## config.mk

```make
export PLATFORM = sky130hd
export DESIGN_NAME = vstu
export DESIGN_NICKNAME = d
export VERILOG_FILES = /design/src/rtl/vstu_pkg.sv /design/src/rtl/vstu.sv /design/src/rtl/vstu_insn_queue.sv /design/src/rtl/vstu_operand_regs.sv /design/src/rtl/vstu_w_packer.sv
export SDC_FILE = /design/constraint.sdc
export NUM_CORES = 1
export LEC_CHECK = 0
export ABC_AREA = 1
export BUFFER_PORTS_ARGS = -buffer_cell sky130_fd_sc_hd__buf_2
export CORE_MARGIN = 4
export CORE_UTILIZATION = 50
export DETAILED_ROUTE_END_ITERATION = 7
export HOLD_SLACK_MARGIN = 0.15
export PLACE_DENSITY = 0.78
export SYNTH_ARGS = -nofsm -noshare
export SYNTH_HDL_FRONTEND = slang
export SYNTH_SLANG_ARGS = --single-unit
```

## constraint.sdc

```tcl
create_clock -name clk_i -period 5.4 [get_ports clk_i]
set_input_delay 0.27 -clock clk_i [delete_from_list [all_inputs] [get_ports clk_i]]
set_output_delay 0.27 -clock clk_i [all_outputs]
set_load 0.05 [all_outputs]
```

## src/rtl/vstu_pkg.sv

```systemverilog
`default_nettype none

package vstu_pkg;

  //////////////////////////////
  // Sizing
  //////////////////////////////

  // Lanes feeding the store unit
  localparam int unsigned NR_LANES    = 2;
  // Bytes in one lane operand
  localparam int unsigned ELEN_BYTES  = 8;
  // One register word is one write beat
  localparam int unsigned WORD_BYTES  = NR_LANES * ELEN_BYTES;
  // Instructions in flight
  localparam int unsigned QUEUE_DEPTH = 4;
  // Instruction ids known to the sequencer
  localparam int unsigned NR_VINSN    = 8;
  // Largest vector length in elements
  localparam int unsigned MAX_VL      = 64;
  // Cycles from an exception to the operand clear
  localparam int unsigned STU_EX_LAT  = 2;

  //////////////////////////////
  // Vector types
  //////////////////////////////

  typedef logic [ELEN_BYTES*8-1:0] elen_t;
  typedef logic [ELEN_BYTES-1:0]   lane_strb_t;
  typedef logic [WORD_BYTES*8-1:0] w_data_t;
  typedef logic [WORD_BYTES-1:0]   w_strb_t;

  typedef logic [$clog2(NR_VINSN)-1:0] insn_id_t;
  typedef logic [NR_VINSN-1:0]         vinsn_vec_t;

  // Element count and log2 of element bytes
  typedef logic [$clog2(MAX_VL+1)-1:0] vl_t;
  typedef logic [1:0]                  vsew_t;

  // Bytes of the widest store of MAX_VL elements with 8 bytes each
  typedef logic [$clog2(MAX_VL*8+1)-1:0] byte_cnt_t;
  // AXI style burst length in beats minus one
  typedef logic [7:0]                    burst_len_t;

  typedef logic [$clog2(QUEUE_DEPTH)-1:0]   queue_ptr_t;
  typedef logic [$clog2(QUEUE_DEPTH+1)-1:0] queue_cnt_t;

endpackage

`default_nettype wire

```

## src/rtl/vstu.sv

```systemverilog
`timescale 1ns/1ps
`default_nettype none

module vstu (
  input  wire logic                                          clk_i,
  input  wire logic                                          rst_ni,
  // Sequencer
  input  wire logic                                          pe_req_valid_i,
  input  wire vstu_pkg::insn_id_t                            pe_req_id_i,
  input  wire vstu_pkg::vl_t                                 pe_req_vl_i,
  input  wire vstu_pkg::vsew_t                               pe_req_vsew_i,
  input  wire logic                                          pe_req_vm_i,
  input  wire vstu_pkg::vinsn_vec_t                          pe_vinsn_running_i,
  output      logic                                          pe_req_ready_o,
  output      vstu_pkg::vinsn_vec_t                          pe_vinsn_done_o,
  output      logic                                          store_pending_o,
  output      logic                                          store_complete_o,
  // Address generator
  input  wire logic                                          addrgen_valid_i,
  input  wire vstu_pkg::burst_len_t                          addrgen_len_i,
  input  wire logic                                          addrgen_exception_i,
  output      logic                                          addrgen_ready_o,
  // Lanes and mask unit
  input  wire vstu_pkg::elen_t      [vstu_pkg::NR_LANES-1:0] operand_i,
  input  wire logic                 [vstu_pkg::NR_LANES-1:0] operand_valid_i,
  output      logic                 [vstu_pkg::NR_LANES-1:0] operand_ready_o,
  input  wire vstu_pkg::lane_strb_t [vstu_pkg::NR_LANES-1:0] mask_i,
  input  wire logic                 [vstu_pkg::NR_LANES-1:0] mask_valid_i,
  output      logic                                          mask_ready_o,
  output      logic                                          exception_flush_o,
  // Memory write and response channels
  output      logic                                          w_valid_o,
  input  wire logic                                          w_ready_i,
  output      vstu_pkg::w_data_t                             w_data_o,
  output      vstu_pkg::w_strb_t                             w_strb_o,
  output      logic                                          w_last_o,
  input  wire logic                                          b_valid_i,
  output      logic                                          b_ready_o
);

  // Registered lane operands
  vstu_pkg::elen_t [vstu_pkg::NR_LANES-1:0] op_data;
  logic            [vstu_pkg::NR_LANES-1:0] op_valid;
  logic            [vstu_pkg::NR_LANES-1:0] op_ready;

  // Issue handshake between queue and packer
  logic            issue_valid;
  vstu_pkg::vl_t   issue_vl;
  vstu_pkg::vsew_t issue_vsew;
  logic            issue_vm;
  logic            issue_done;
  logic            issue_abort;

  vstu_operand_regs i_operand_regs (
    .clk_i          (clk_i),
    .rst_ni         (rst_ni),
    .operand_i      (operand_i),
    .operand_valid_i(operand_valid_i),
    .operand_ready_o(operand_ready_o),
    .exception_i    (exception_flush_o),
    .operand_o      (op_data),
    .operand_valid_o(op_valid),
    .operand_ready_i(op_ready)
  );

  vstu_insn_queue i_insn_queue (
    .clk_i             (clk_i),
    .rst_ni            (rst_ni),
    .pe_req_valid_i    (pe_req_valid_i),
    .pe_req_id_i       (pe_req_id_i),
    .pe_req_vl_i       (pe_req_vl_i),
    .pe_req_vsew_i     (pe_req_vsew_i),
    .pe_req_vm_i       (pe_req_vm_i),
    .pe_vinsn_running_i(pe_vinsn_running_i),
    .pe_req_ready_o    (pe_req_ready_o),
    .pe_vinsn_done_o   (pe_vinsn_done_o),
    .store_pending_o   (store_pending_o),
    .store_complete_o  (store_complete_o),
    .issue_valid_o     (issue_valid),
    .issue_vl_o        (issue_vl),
    .issue_vsew_o      (issue_vsew),
    .issue_vm_o        (issue_vm),
    .issue_done_i      (issue_done),
    .issue_abort_i     (issue_abort),
    .b_valid_i         (b_valid_i),
    .b_ready_o         (b_ready_o)
  );

  vstu_w_packer i_w_packer (
    .clk_i              (clk_i),
    .rst_ni             (rst_ni),
    .issue_valid_i      (issue_valid),
    .issue_vl_i         (issue_vl),
    .issue_vsew_i       (issue_vsew),
    .issue_vm_i         (issue_vm),
    .issue_done_o       (issue_done),
    .issue_abort_o      (issue_abort),
    .addrgen_valid_i    (addrgen_valid_i),
    .addrgen_len_i      (addrgen_len_i),
    .addrgen_exception_i(addrgen_exception_i),
    .addrgen_ready_o    (addrgen_ready_o),
    .operand_i          (op_data),
    .operand_valid_i    (op_valid),
    .operand_ready_o    (op_ready),
    .mask_i             (mask_i),
    .mask_valid_i       (mask_valid_i),
    .mask_ready_o       (mask_ready_o),
    .w_valid_o          (w_valid_o),
    .w_ready_i          (w_ready_i),
    .w_data_o           (w_data_o),
    .w_strb_o           (w_strb_o),
    .w_last_o           (w_last_o),
    .exception_flush_o  (exception_flush_o)
  );

endmodule

`default_nettype wire

```

## src/rtl/vstu_insn_queue.sv

```systemverilog
`timescale 1ns/1ps
`default_nettype none

module vstu_insn_queue (
  input  wire logic                 clk_i,
  input  wire logic                 rst_ni,
  input  wire logic                 pe_req_valid_i,
  input  wire vstu_pkg::insn_id_t   pe_req_id_i,
  input  wire vstu_pkg::vl_t        pe_req_vl_i,
  input  wire vstu_pkg::vsew_t      pe_req_vsew_i,
  input  wire logic                 pe_req_vm_i,
  input  wire vstu_pkg::vinsn_vec_t pe_vinsn_running_i,
  output      logic                 pe_req_ready_o,
  output      vstu_pkg::vinsn_vec_t pe_vinsn_done_o,
  output      logic                 store_pending_o,
  output      logic                 store_complete_o,
  output      logic                 issue_valid_o,
  output      vstu_pkg::vl_t        issue_vl_o,
  output      vstu_pkg::vsew_t      issue_vsew_o,
  output      logic                 issue_vm_o,
  input  wire logic                 issue_done_i,
  input  wire logic                 issue_abort_i,
  input  wire logic                 b_valid_i,
  output      logic                 b_ready_o
);

  localparam int unsigned DEPTH = vstu_pkg::QUEUE_DEPTH;

  // Instruction storage
  vstu_pkg::insn_id_t id_q   [DEPTH];
  vstu_pkg::vl_t      vl_q   [DEPTH];
  vstu_pkg::vsew_t    vsew_q [DEPTH];
  logic               vm_q   [DEPTH];
  logic [DEPTH-1:0]   aborted_q;

  vstu_pkg::queue_ptr_t accept_pnt_q, issue_pnt_q, commit_pnt_q;
  vstu_pkg::queue_cnt_t issue_cnt_q, commit_cnt_q;
  // B responses that arrived before their instruction reached the commit head
  vstu_pkg::queue_cnt_t b_credit_q;
  vstu_pkg::vinsn_vec_t running_q;

  logic accept;
  logic head_issued;
  logic head_aborted;
  logic b_take;
  logic retire;
  logic use_credit;

  //////////////////////////////
  // Accept and issue
  //////////////////////////////

  assign pe_req_ready_o  = (commit_cnt_q != vstu_pkg::queue_cnt_t'(DEPTH));
  assign accept          = pe_req_valid_i && pe_req_ready_o && !running_q[pe_req_id_i];
  assign store_pending_o = (commit_cnt_q != '0);

  // Head of the issue phase
  assign issue_valid_o = (issue_cnt_q != '0);
  assign issue_vl_o    = vl_q[issue_pnt_q];
  assign issue_vsew_o  = vsew_q[issue_pnt_q];
  assign issue_vm_o    = vm_q[issue_pnt_q];

  //////////////////////////////
  // Commit
  //////////////////////////////

  // Oldest entry has left the issue phase
  assign head_issued  = (commit_cnt_q != issue_cnt_q);
  assign head_aborted = aborted_q[commit_pnt_q];

  // Every B is acked, but only counted when a store is waiting for it
  assign b_ready_o  = b_valid_i;
  assign b_take     = b_valid_i && head_issued;
  // Aborted entries retire without a response
  assign retire     = head_issued && (head_aborted || b_take || b_credit_q != '0);
  assign use_credit = retire && !head_aborted;

  assign store_complete_o = retire;

  always_ff @(posedge clk_i or negedge rst_ni) begin
    if (!rst_ni) begin
      accept_pnt_q    <= '0;
      issue_pnt_q     <= '0;
      commit_pnt_q    <= '0;
      issue_cnt_q     <= '0;
      commit_cnt_q    <= '0;
      b_credit_q      <= '0;
      running_q       <= '0;
      aborted_q       <= '0;
      pe_vinsn_done_o <= '0;
    end else begin
      accept_pnt_q <= accept_pnt_q + vstu_pkg::queue_ptr_t'(accept);
      issue_pnt_q  <= issue_pnt_q + vstu_pkg::queue_ptr_t'(issue_done_i);
      commit_pnt_q <= commit_pnt_q + vstu_pkg::queue_ptr_t'(retire);
      issue_cnt_q  <= issue_cnt_q + vstu_pkg::queue_cnt_t'(accept)
                      - vstu_pkg::queue_cnt_t'(issue_done_i);
      commit_cnt_q <= commit_cnt_q + vstu_pkg::queue_cnt_t'(accept)
                      - vstu_pkg::queue_cnt_t'(retire);
      b_credit_q   <= b_credit_q + vstu_pkg::queue_cnt_t'(b_take)
                      - vstu_pkg::queue_cnt_t'(use_credit);

      // Sequencer clears ids as they finish everywhere
      running_q <= (running_q & pe_vinsn_running_i)
                   | (vstu_pkg::vinsn_vec_t'(accept) << pe_req_id_i);

      if (issue_done_i && issue_abort_i) begin
        aborted_q[issue_pnt_q] <= 1'b1;
      end
      if (accept) begin
        aborted_q[accept_pnt_q] <= 1'b0;
      end

      // Done bit shows one cycle after the retire
      pe_vinsn_done_o <= vstu_pkg::vinsn_vec_t'(retire) << id_q[commit_pnt_q];
    end
  end

  always_ff @(posedge clk_i) begin
    if (accept) begin
      id_q[accept_pnt_q]   <= pe_req_id_i;
      vl_q[accept_pnt_q]   <= pe_req_vl_i;
      vsew_q[accept_pnt_q] <= pe_req_vsew_i;
      vm_q[accept_pnt_q]   <= pe_req_vm_i;
    end
  end

endmodule

`default_nettype wire

```

## src/rtl/vstu_operand_regs.sv

```systemverilog
`timescale 1ns/1ps
`default_nettype none

module vstu_operand_regs (
  input  wire logic                                               clk_i,
  input  wire logic                                               rst_ni,
  input  wire vstu_pkg::elen_t [vstu_pkg::NR_LANES-1:0]           operand_i,
  input  wire logic            [vstu_pkg::NR_LANES-1:0]           operand_valid_i,
  output      logic            [vstu_pkg::NR_LANES-1:0]           operand_ready_o,
  input  wire logic                                               exception_i,
  output      vstu_pkg::elen_t [vstu_pkg::NR_LANES-1:0]           operand_o,
  output      logic            [vstu_pkg::NR_LANES-1:0]           operand_valid_o,
  input  wire logic            [vstu_pkg::NR_LANES-1:0]           operand_ready_i
);

  localparam int unsigned CNT_W = $clog2(vstu_pkg::STU_EX_LAT + 1);

  logic [CNT_W-1:0] flush_cnt_q;
  logic             flush;

  //////////////////////////////
  // Exception flush delay
  //////////////////////////////

  // Lane queues drop their data STU_EX_LAT cycles after the exception
  assign flush = (flush_cnt_q == CNT_W'(vstu_pkg::STU_EX_LAT));

  always_ff @(posedge clk_i or negedge rst_ni) begin
    if (!rst_ni) begin
      flush_cnt_q <= '0;
    end else if (flush) begin
      flush_cnt_q <= '0;
    end else if (exception_i || flush_cnt_q != '0) begin
      flush_cnt_q <= flush_cnt_q + CNT_W'(1);
    end
  end

  //////////////////////////////
  // Fall-through registers
  //////////////////////////////

  for (genvar lane = 0; lane < vstu_pkg::NR_LANES; lane++) begin : gen_lane
    vstu_pkg::elen_t data_q;
    logic            full_q;

    // Empty register passes the lane straight through
    assign operand_o[lane]       = full_q ? data_q : operand_i[lane];
    assign operand_valid_o[lane] = full_q | operand_valid_i[lane];
    assign operand_ready_o[lane] = !full_q;

    always_ff @(posedge clk_i or negedge rst_ni) begin
      if (!rst_ni) begin
        full_q <= 1'b0;
      end else if (flush) begin
        full_q <= 1'b0;
      end else if (full_q) begin
        full_q <= !operand_ready_i[lane];
      end else begin
        // Park the word only when the packer does not take it
        full_q <= operand_valid_i[lane] && !operand_ready_i[lane];
      end
    end

    always_ff @(posedge clk_i) begin
      if (!full_q) begin
        data_q <= operand_i[lane];
      end
    end
  end : gen_lane

endmodule

`default_nettype wire

```

## src/rtl/vstu_w_packer.sv

```systemverilog
`timescale 1ns/1ps
`default_nettype none

module vstu_w_packer (
  input  wire logic                                          clk_i,
  input  wire logic                                          rst_ni,
  input  wire logic                                          issue_valid_i,
  input  wire vstu_pkg::vl_t                                 issue_vl_i,
  input  wire vstu_pkg::vsew_t                               issue_vsew_i,
  input  wire logic                                          issue_vm_i,
  output      logic                                          issue_done_o,
  output      logic                                          issue_abort_o,
  input  wire logic                                          addrgen_valid_i,
  input  wire vstu_pkg::burst_len_t                          addrgen_len_i,
  input  wire logic                                          addrgen_exception_i,
  output      logic                                          addrgen_ready_o,
  input  wire vstu_pkg::elen_t      [vstu_pkg::NR_LANES-1:0] operand_i,
  input  wire logic                 [vstu_pkg::NR_LANES-1:0] operand_valid_i,
  output      logic                 [vstu_pkg::NR_LANES-1:0] operand_ready_o,
  input  wire vstu_pkg::lane_strb_t [vstu_pkg::NR_LANES-1:0] mask_i,
  input  wire logic                 [vstu_pkg::NR_LANES-1:0] mask_valid_i,
  output      logic                                          mask_ready_o,
  output      logic                                          w_valid_o,
  input  wire logic                                          w_ready_i,
  output      vstu_pkg::w_data_t                             w_data_o,
  output      vstu_pkg::w_strb_t                             w_strb_o,
  output      logic                                          w_last_o,
  output      logic                                          exception_flush_o
);

  localparam int unsigned WB = vstu_pkg::WORD_BYTES;
  localparam int unsigned EB = vstu_pkg::ELEN_BYTES;

  // Bytes already sent for the instruction at issue
  vstu_pkg::byte_cnt_t  byte_cnt_q;
  // Beats already sent in the current burst
  vstu_pkg::burst_len_t beat_cnt_q;

  vstu_pkg::byte_cnt_t total_bytes;
  vstu_pkg::byte_cnt_t remaining;
  vstu_pkg::byte_cnt_t valid_bytes;
  logic                fire;
  logic                burst_last;
  logic                insn_last;
  logic                exception;

  //////////////////////////////
  // Byte accounting
  //////////////////////////////

  assign total_bytes = vstu_pkg::byte_cnt_t'(issue_vl_i) << issue_vsew_i;
  assign remaining   = total_bytes - byte_cnt_q;
  // Short final beat when the store is not a whole number of words
  assign valid_bytes = (remaining < vstu_pkg::byte_cnt_t'(WB)) ? remaining
                                                               : vstu_pkg::byte_cnt_t'(WB);

  // Beat needs the instruction, a clean burst, every lane, and the mask if used
  // vm high means the store is unmasked
  assign w_valid_o = issue_valid_i && addrgen_valid_i && !addrgen_exception_i
                     && (&operand_valid_i) && (issue_vm_i || (&mask_valid_i));
  assign fire      = w_valid_o && w_ready_i;

  assign burst_last = (beat_cnt_q == addrgen_len_i);
  assign insn_last  = (remaining <= vstu_pkg::byte_cnt_t'(WB));
  assign w_last_o   = w_valid_o && burst_last;

  // Faulty burst kills the instruction before any beat leaves
  assign exception = issue_valid_i && addrgen_valid_i && addrgen_exception_i;

  assign issue_done_o      = (fire && insn_last) || exception;
  assign issue_abort_o     = exception;
  assign exception_flush_o = exception;
  assign addrgen_ready_o   = (fire && burst_last) || exception;

  // One beat consumes a whole register word
  assign operand_ready_o = {vstu_pkg::NR_LANES{fire}};
  assign mask_ready_o    = fire && !issue_vm_i;

  //////////////////////////////
  // Beat assembly
  //////////////////////////////

  always_comb begin
    w_data_o = '0;
    w_strb_o = '0;
    for (int unsigned b = 0; b < WB; b++) begin
      // Bytes sit in lane order, lane 0 lowest
      if (vstu_pkg::byte_cnt_t'(b) < valid_bytes) begin
        w_data_o[8*b +: 8] = operand_i[b / EB][8*(b % EB) +: 8];
        w_strb_o[b]        = issue_vm_i || mask_i[b / EB][b % EB];
      end
    end
  end

  always_ff @(posedge clk_i or negedge rst_ni) begin
    if (!rst_ni) begin
      byte_cnt_q <= '0;
      beat_cnt_q <= '0;
    end else if (exception) begin
      byte_cnt_q <= '0;
      beat_cnt_q <= '0;
    end else if (fire) begin
      byte_cnt_q <= insn_last ? '0 : byte_cnt_q + valid_bytes;
      // Next burst or next instruction starts its beat count afresh
      beat_cnt_q <= (burst_last || insn_last) ? '0
                                              : beat_cnt_q + vstu_pkg::burst_len_t'(1);
    end
  end

endmodule

`default_nettype wire

```

==> results.md <==
- Synthesis-to-finish area growth: 41.7%
- Period utilization: 92.9%
- Hold endpoint: i_operand_regs.gen_lane[1].full_q
- CORE AREA: 0.0220 mm²
- Final nets: 2191
- Most common cell after layout, fill and taps aside: nand2_1
- Fin. Hold Viols: 0
- Flop-to-flop setup slack: 0.79 ns
- GRT overflow: 0
- CP Capture Type: primary output
- Die Ht: 158 µm
- Largest net degree at the start of global routing: 67
- PortBufs: 346
- Layout cell share with drive strength beyond 1: 25.2%
- Fraction of registers with async set/reset: 24.1%
- Fmax achieved: 199 MHz
- Pre-CTS setup slack: 0.469 ns
- Gr usage total: 29.5%
- CTS root buf: clkbuf_16
- Routed WL: 38800 µm
- Outcome: completed
- Gpl congestion: 0.937
- Detailed placement HPWL: 24600 µm
- Worst r2r src: i_insn_queue.issue_pnt_q[1]
- Hold_sp: w_ready_i
- EDFF count, synth: 52
- Antenna Nets Post-Route: 0
- Cell row count: 54
- Crit-path slowest cell: dfrtp_1
- WP data required: 5.13 ns
- ANT cells: 0
- Clock Skews: 0.0139 ns
- Rel. slew slack: 45.3%
- WL per Instance: 17.1 µm
- First-pass GRT wire length: 58600 µm
- CP Cell Sequence: inv_2 -> nor2_2 -> a22o_1 -> a221oi_1 -> nor2_1 -> nand2_1 -> ha_1 -> fa_1 -> inv_1 -> nand2_1 -> nand2_1 -> nand2_1 -> nand2_1 -> nand3_1 -> nor2_1 -> nand3_4 -> nor2_4 -> nor2_4 -> nand2_1 -> clkinvlp_4 -> buf_4 -> nor2_1 -> buf_2
- Post-synthesis cell type count: 49
- Critical path class: reg2out
- Worst skew pair latency: 0.52 ns
- Yosys warns: 0
- Worst r2r path cells: 25
- Worst slew pin tran: 0.814 ns
- Clock transition at path regs: 0.06 ns
- Crit path top cell by count: nand2_1
- Setup WS post-layout: 0.386 ns
- Max Buffers Root-to-Sink: 3
- Via count: 11671
- Max-slew violation count: 0
- Vias/cell: 5.13
- CTS tree: done
- Detailed Routing Iterations Pass 1: 6
- Final setup violation count: 0
- Sequential share of the synthesized area: 49.4%
- Startpoint types: register
- Htree depth: 1
- CTS buffer count: 25
- Width of the chip: 158 µm
- Max-cap viol count: 0
- Die ar.: 0.0249 mm²
- Vias in the first global route: 11655
- R2R Path End: i_insn_queue.issue_cnt_q[2]
- Hold path depth: 4
- Initial antenna violation count: 4
- Crit path DAT: 4.74 ns
- # DRC: 0
- Synth Register Bits: 237
- CP delay by family, top: simple AND/OR/NAND/NOR gates
- Tmin final: 5.01 ns
- Average cell area after synthesis: 7.69 µm²
- Worst-path fanout max: 10
- Hold Crit Class: in2reg
- Most frequent cells in the layout: nand2_1, buf_2, inv_1
- WP buf/inv: 5
- Starting Density: 51.2%
- IO Count: 347
- Num Clock Sinks: 237
- Slowest stage delay, CP: 0.55 ns
- Most common flop cell mapped by yosys: dfxtp_1
- Synthesized netlist cell count: 1461
- Initial DRC count: 929
- Post-Synthesis Cell Area: 0.0112 mm²
==> worst reg2reg max path: stages (launching register included) <==
cell	delay, ns
dfrtp_1	0.50
inv_2	0.15
nor2_2	0.09
a22o_1	0.20
a221oi_1	0.31
nand2_1	0.14
nand3_1	0.09
o21ai_0	0.10
ha_1	0.42
nand2_1	0.12
nor2_1	0.15
nand2_1	0.09
nor2_1	0.10
nor2_1	0.06
nand3_1	0.09
nand2_2	0.10
nand3_4	0.16
inv_1	0.12
nor2_1	0.17
o21ai_0	0.14
ha_1	0.31
inv_1	0.04
ha_1	0.18
fa_1	0.38
xnor2_1	0.14
xor2_1	0.14
==> per-layer routing <==
layer	track usage [%]	part of all wire, %	up-vias
li1	-	-	5513
met1	33.0	37	5348
met2	51.4	48	594
met3	6.04	7.1	208
met4	18.8	7.4	8
met5	0	0.12	-
==> synthesized netlist by cell type, types with 6 or more instances <==
master	number	area share (%)
nand2_1	488	16
inv_1	235	7.8
dfxtp_1	128	23
nor2_1	114	3.8
o21ai_0	87	3.9
dfrtp_1	57	13
edfxtp_1	52	14
or2_2	51	2.8
nand3_1	36	1.6
clkbuf_1	32	1.1
ha_1	26	2.9
a21oi_1	18	0.80
xnor2_1	17	1.3
xor2_1	11	0.86
nor3_1	10	0.45
a22oi_1	9	0.60
o21ai_1	7	0.31
o22ai_1	7	0.39
buf_4	6	0.40
inv_2	6	0.20
nand4_1	6	0.33
==> final cells by class <==
| type | count | area, µm² |
|---|---|---|
| Fill cell | 1523 | 6040 |
| Sequential cell | 237 | 5550 |
| Multi-Input combinational cell | 944 | 4700 |
| Timing Repair Buffer | 526 | 3520 |
| Inverter | 242 | 918 |
| Clock buffer | 37 | 776 |
| Tap cell | 280 | 350 |
| Clock inverter | 8 | 103 |
==> sequential cells by signal (all words and copies together) (netlist names), 4 cells and up <==
register                        cells
i_operand_regs.gen_lane.data_q    128
i_insn_queue.aborted_q              4
i_insn_queue.vl_q                  28
i_insn_queue.vm_q                   4
i_insn_queue.running_q              8
i_insn_queue.id_q                  12
i_w_packer.byte_cnt_q              10
i_w_packer.beat_cnt_q               8
i_insn_queue.pe_vinsn_done_o        8
i_insn_queue.vsew_q                 8
==> how the worst max path moves through the flow <==
| stage | start | to | slack, ns | cells past startpoint |
|---|---|---|---|---|
| floorplan | i_insn_queue.issue_pnt_q[0] | i_insn_queue.issue_cnt_q[2] | 1.15 | 29 |
| global placement | i_insn_queue.issue_pnt_q[0] | w_strb_o[1] | 0.64 | 25 |
| detailed placement | i_insn_queue.issue_pnt_q[0] | w_strb_o[1] | 0.47 | 24 |
| CTS | i_insn_queue.issue_pnt_q[0] | w_strb_o[6] | 0.02 | 25 |
| global route | i_insn_queue.issue_pnt_q[1] | w_strb_o[14] | -0.005 | 23 |
| finish | i_insn_queue.issue_pnt_q[1] | w_data_o[27] | 0.39 | 23 |
==> per-stage QoR <==
step	hold WS (ns)	instance area [µm²]	utilization (%)	setup TNS (ns)	std cells
after floorplan	-0.0256	11300	-	0	1464
after global placement	0.421	13300	60.3	0	2061
after detailed placement	0.436	13300	60.3	0	2061
after CTS	0.263	15700	71.6	0	2264
after global routing	0.313	15900	72.5	-0.00512	2274
final	0.276	15900	72.5	0	2274
==> cells by family (layout without fill, tap and decap cells) <==
group | Yosys count | in the layout | share of synthesized area, %
AO/OA/AOI/OAI | 153 | 153 | 7.97
other | 1 | 4 | 0.0334
adder cells (fa/ha/maj) | 31 | 31 | 3.78
AND/OR/NAND/NOR | 728 | 728 | 27.0
buffers and inverters | 283 | 813 | 9.65
XOR/XNOR | 28 | 28 | 2.18
flip-flops | 237 | 237 | 49.4
==> repair_timing <==
item                                   4_1_cts  5_1_grt
gates cloned                                 0        0
resized for setup                            5       21
pin swaps                                    0        1
setup buffers                                0       10
hold buffers                               158        0
endpoints found under the hold margin      247        0
setup endpoints to repair                    9      120
Power is not shown: default switching activity piles up to over one toggle a cycle in this logic, so the estimate is an artifact.
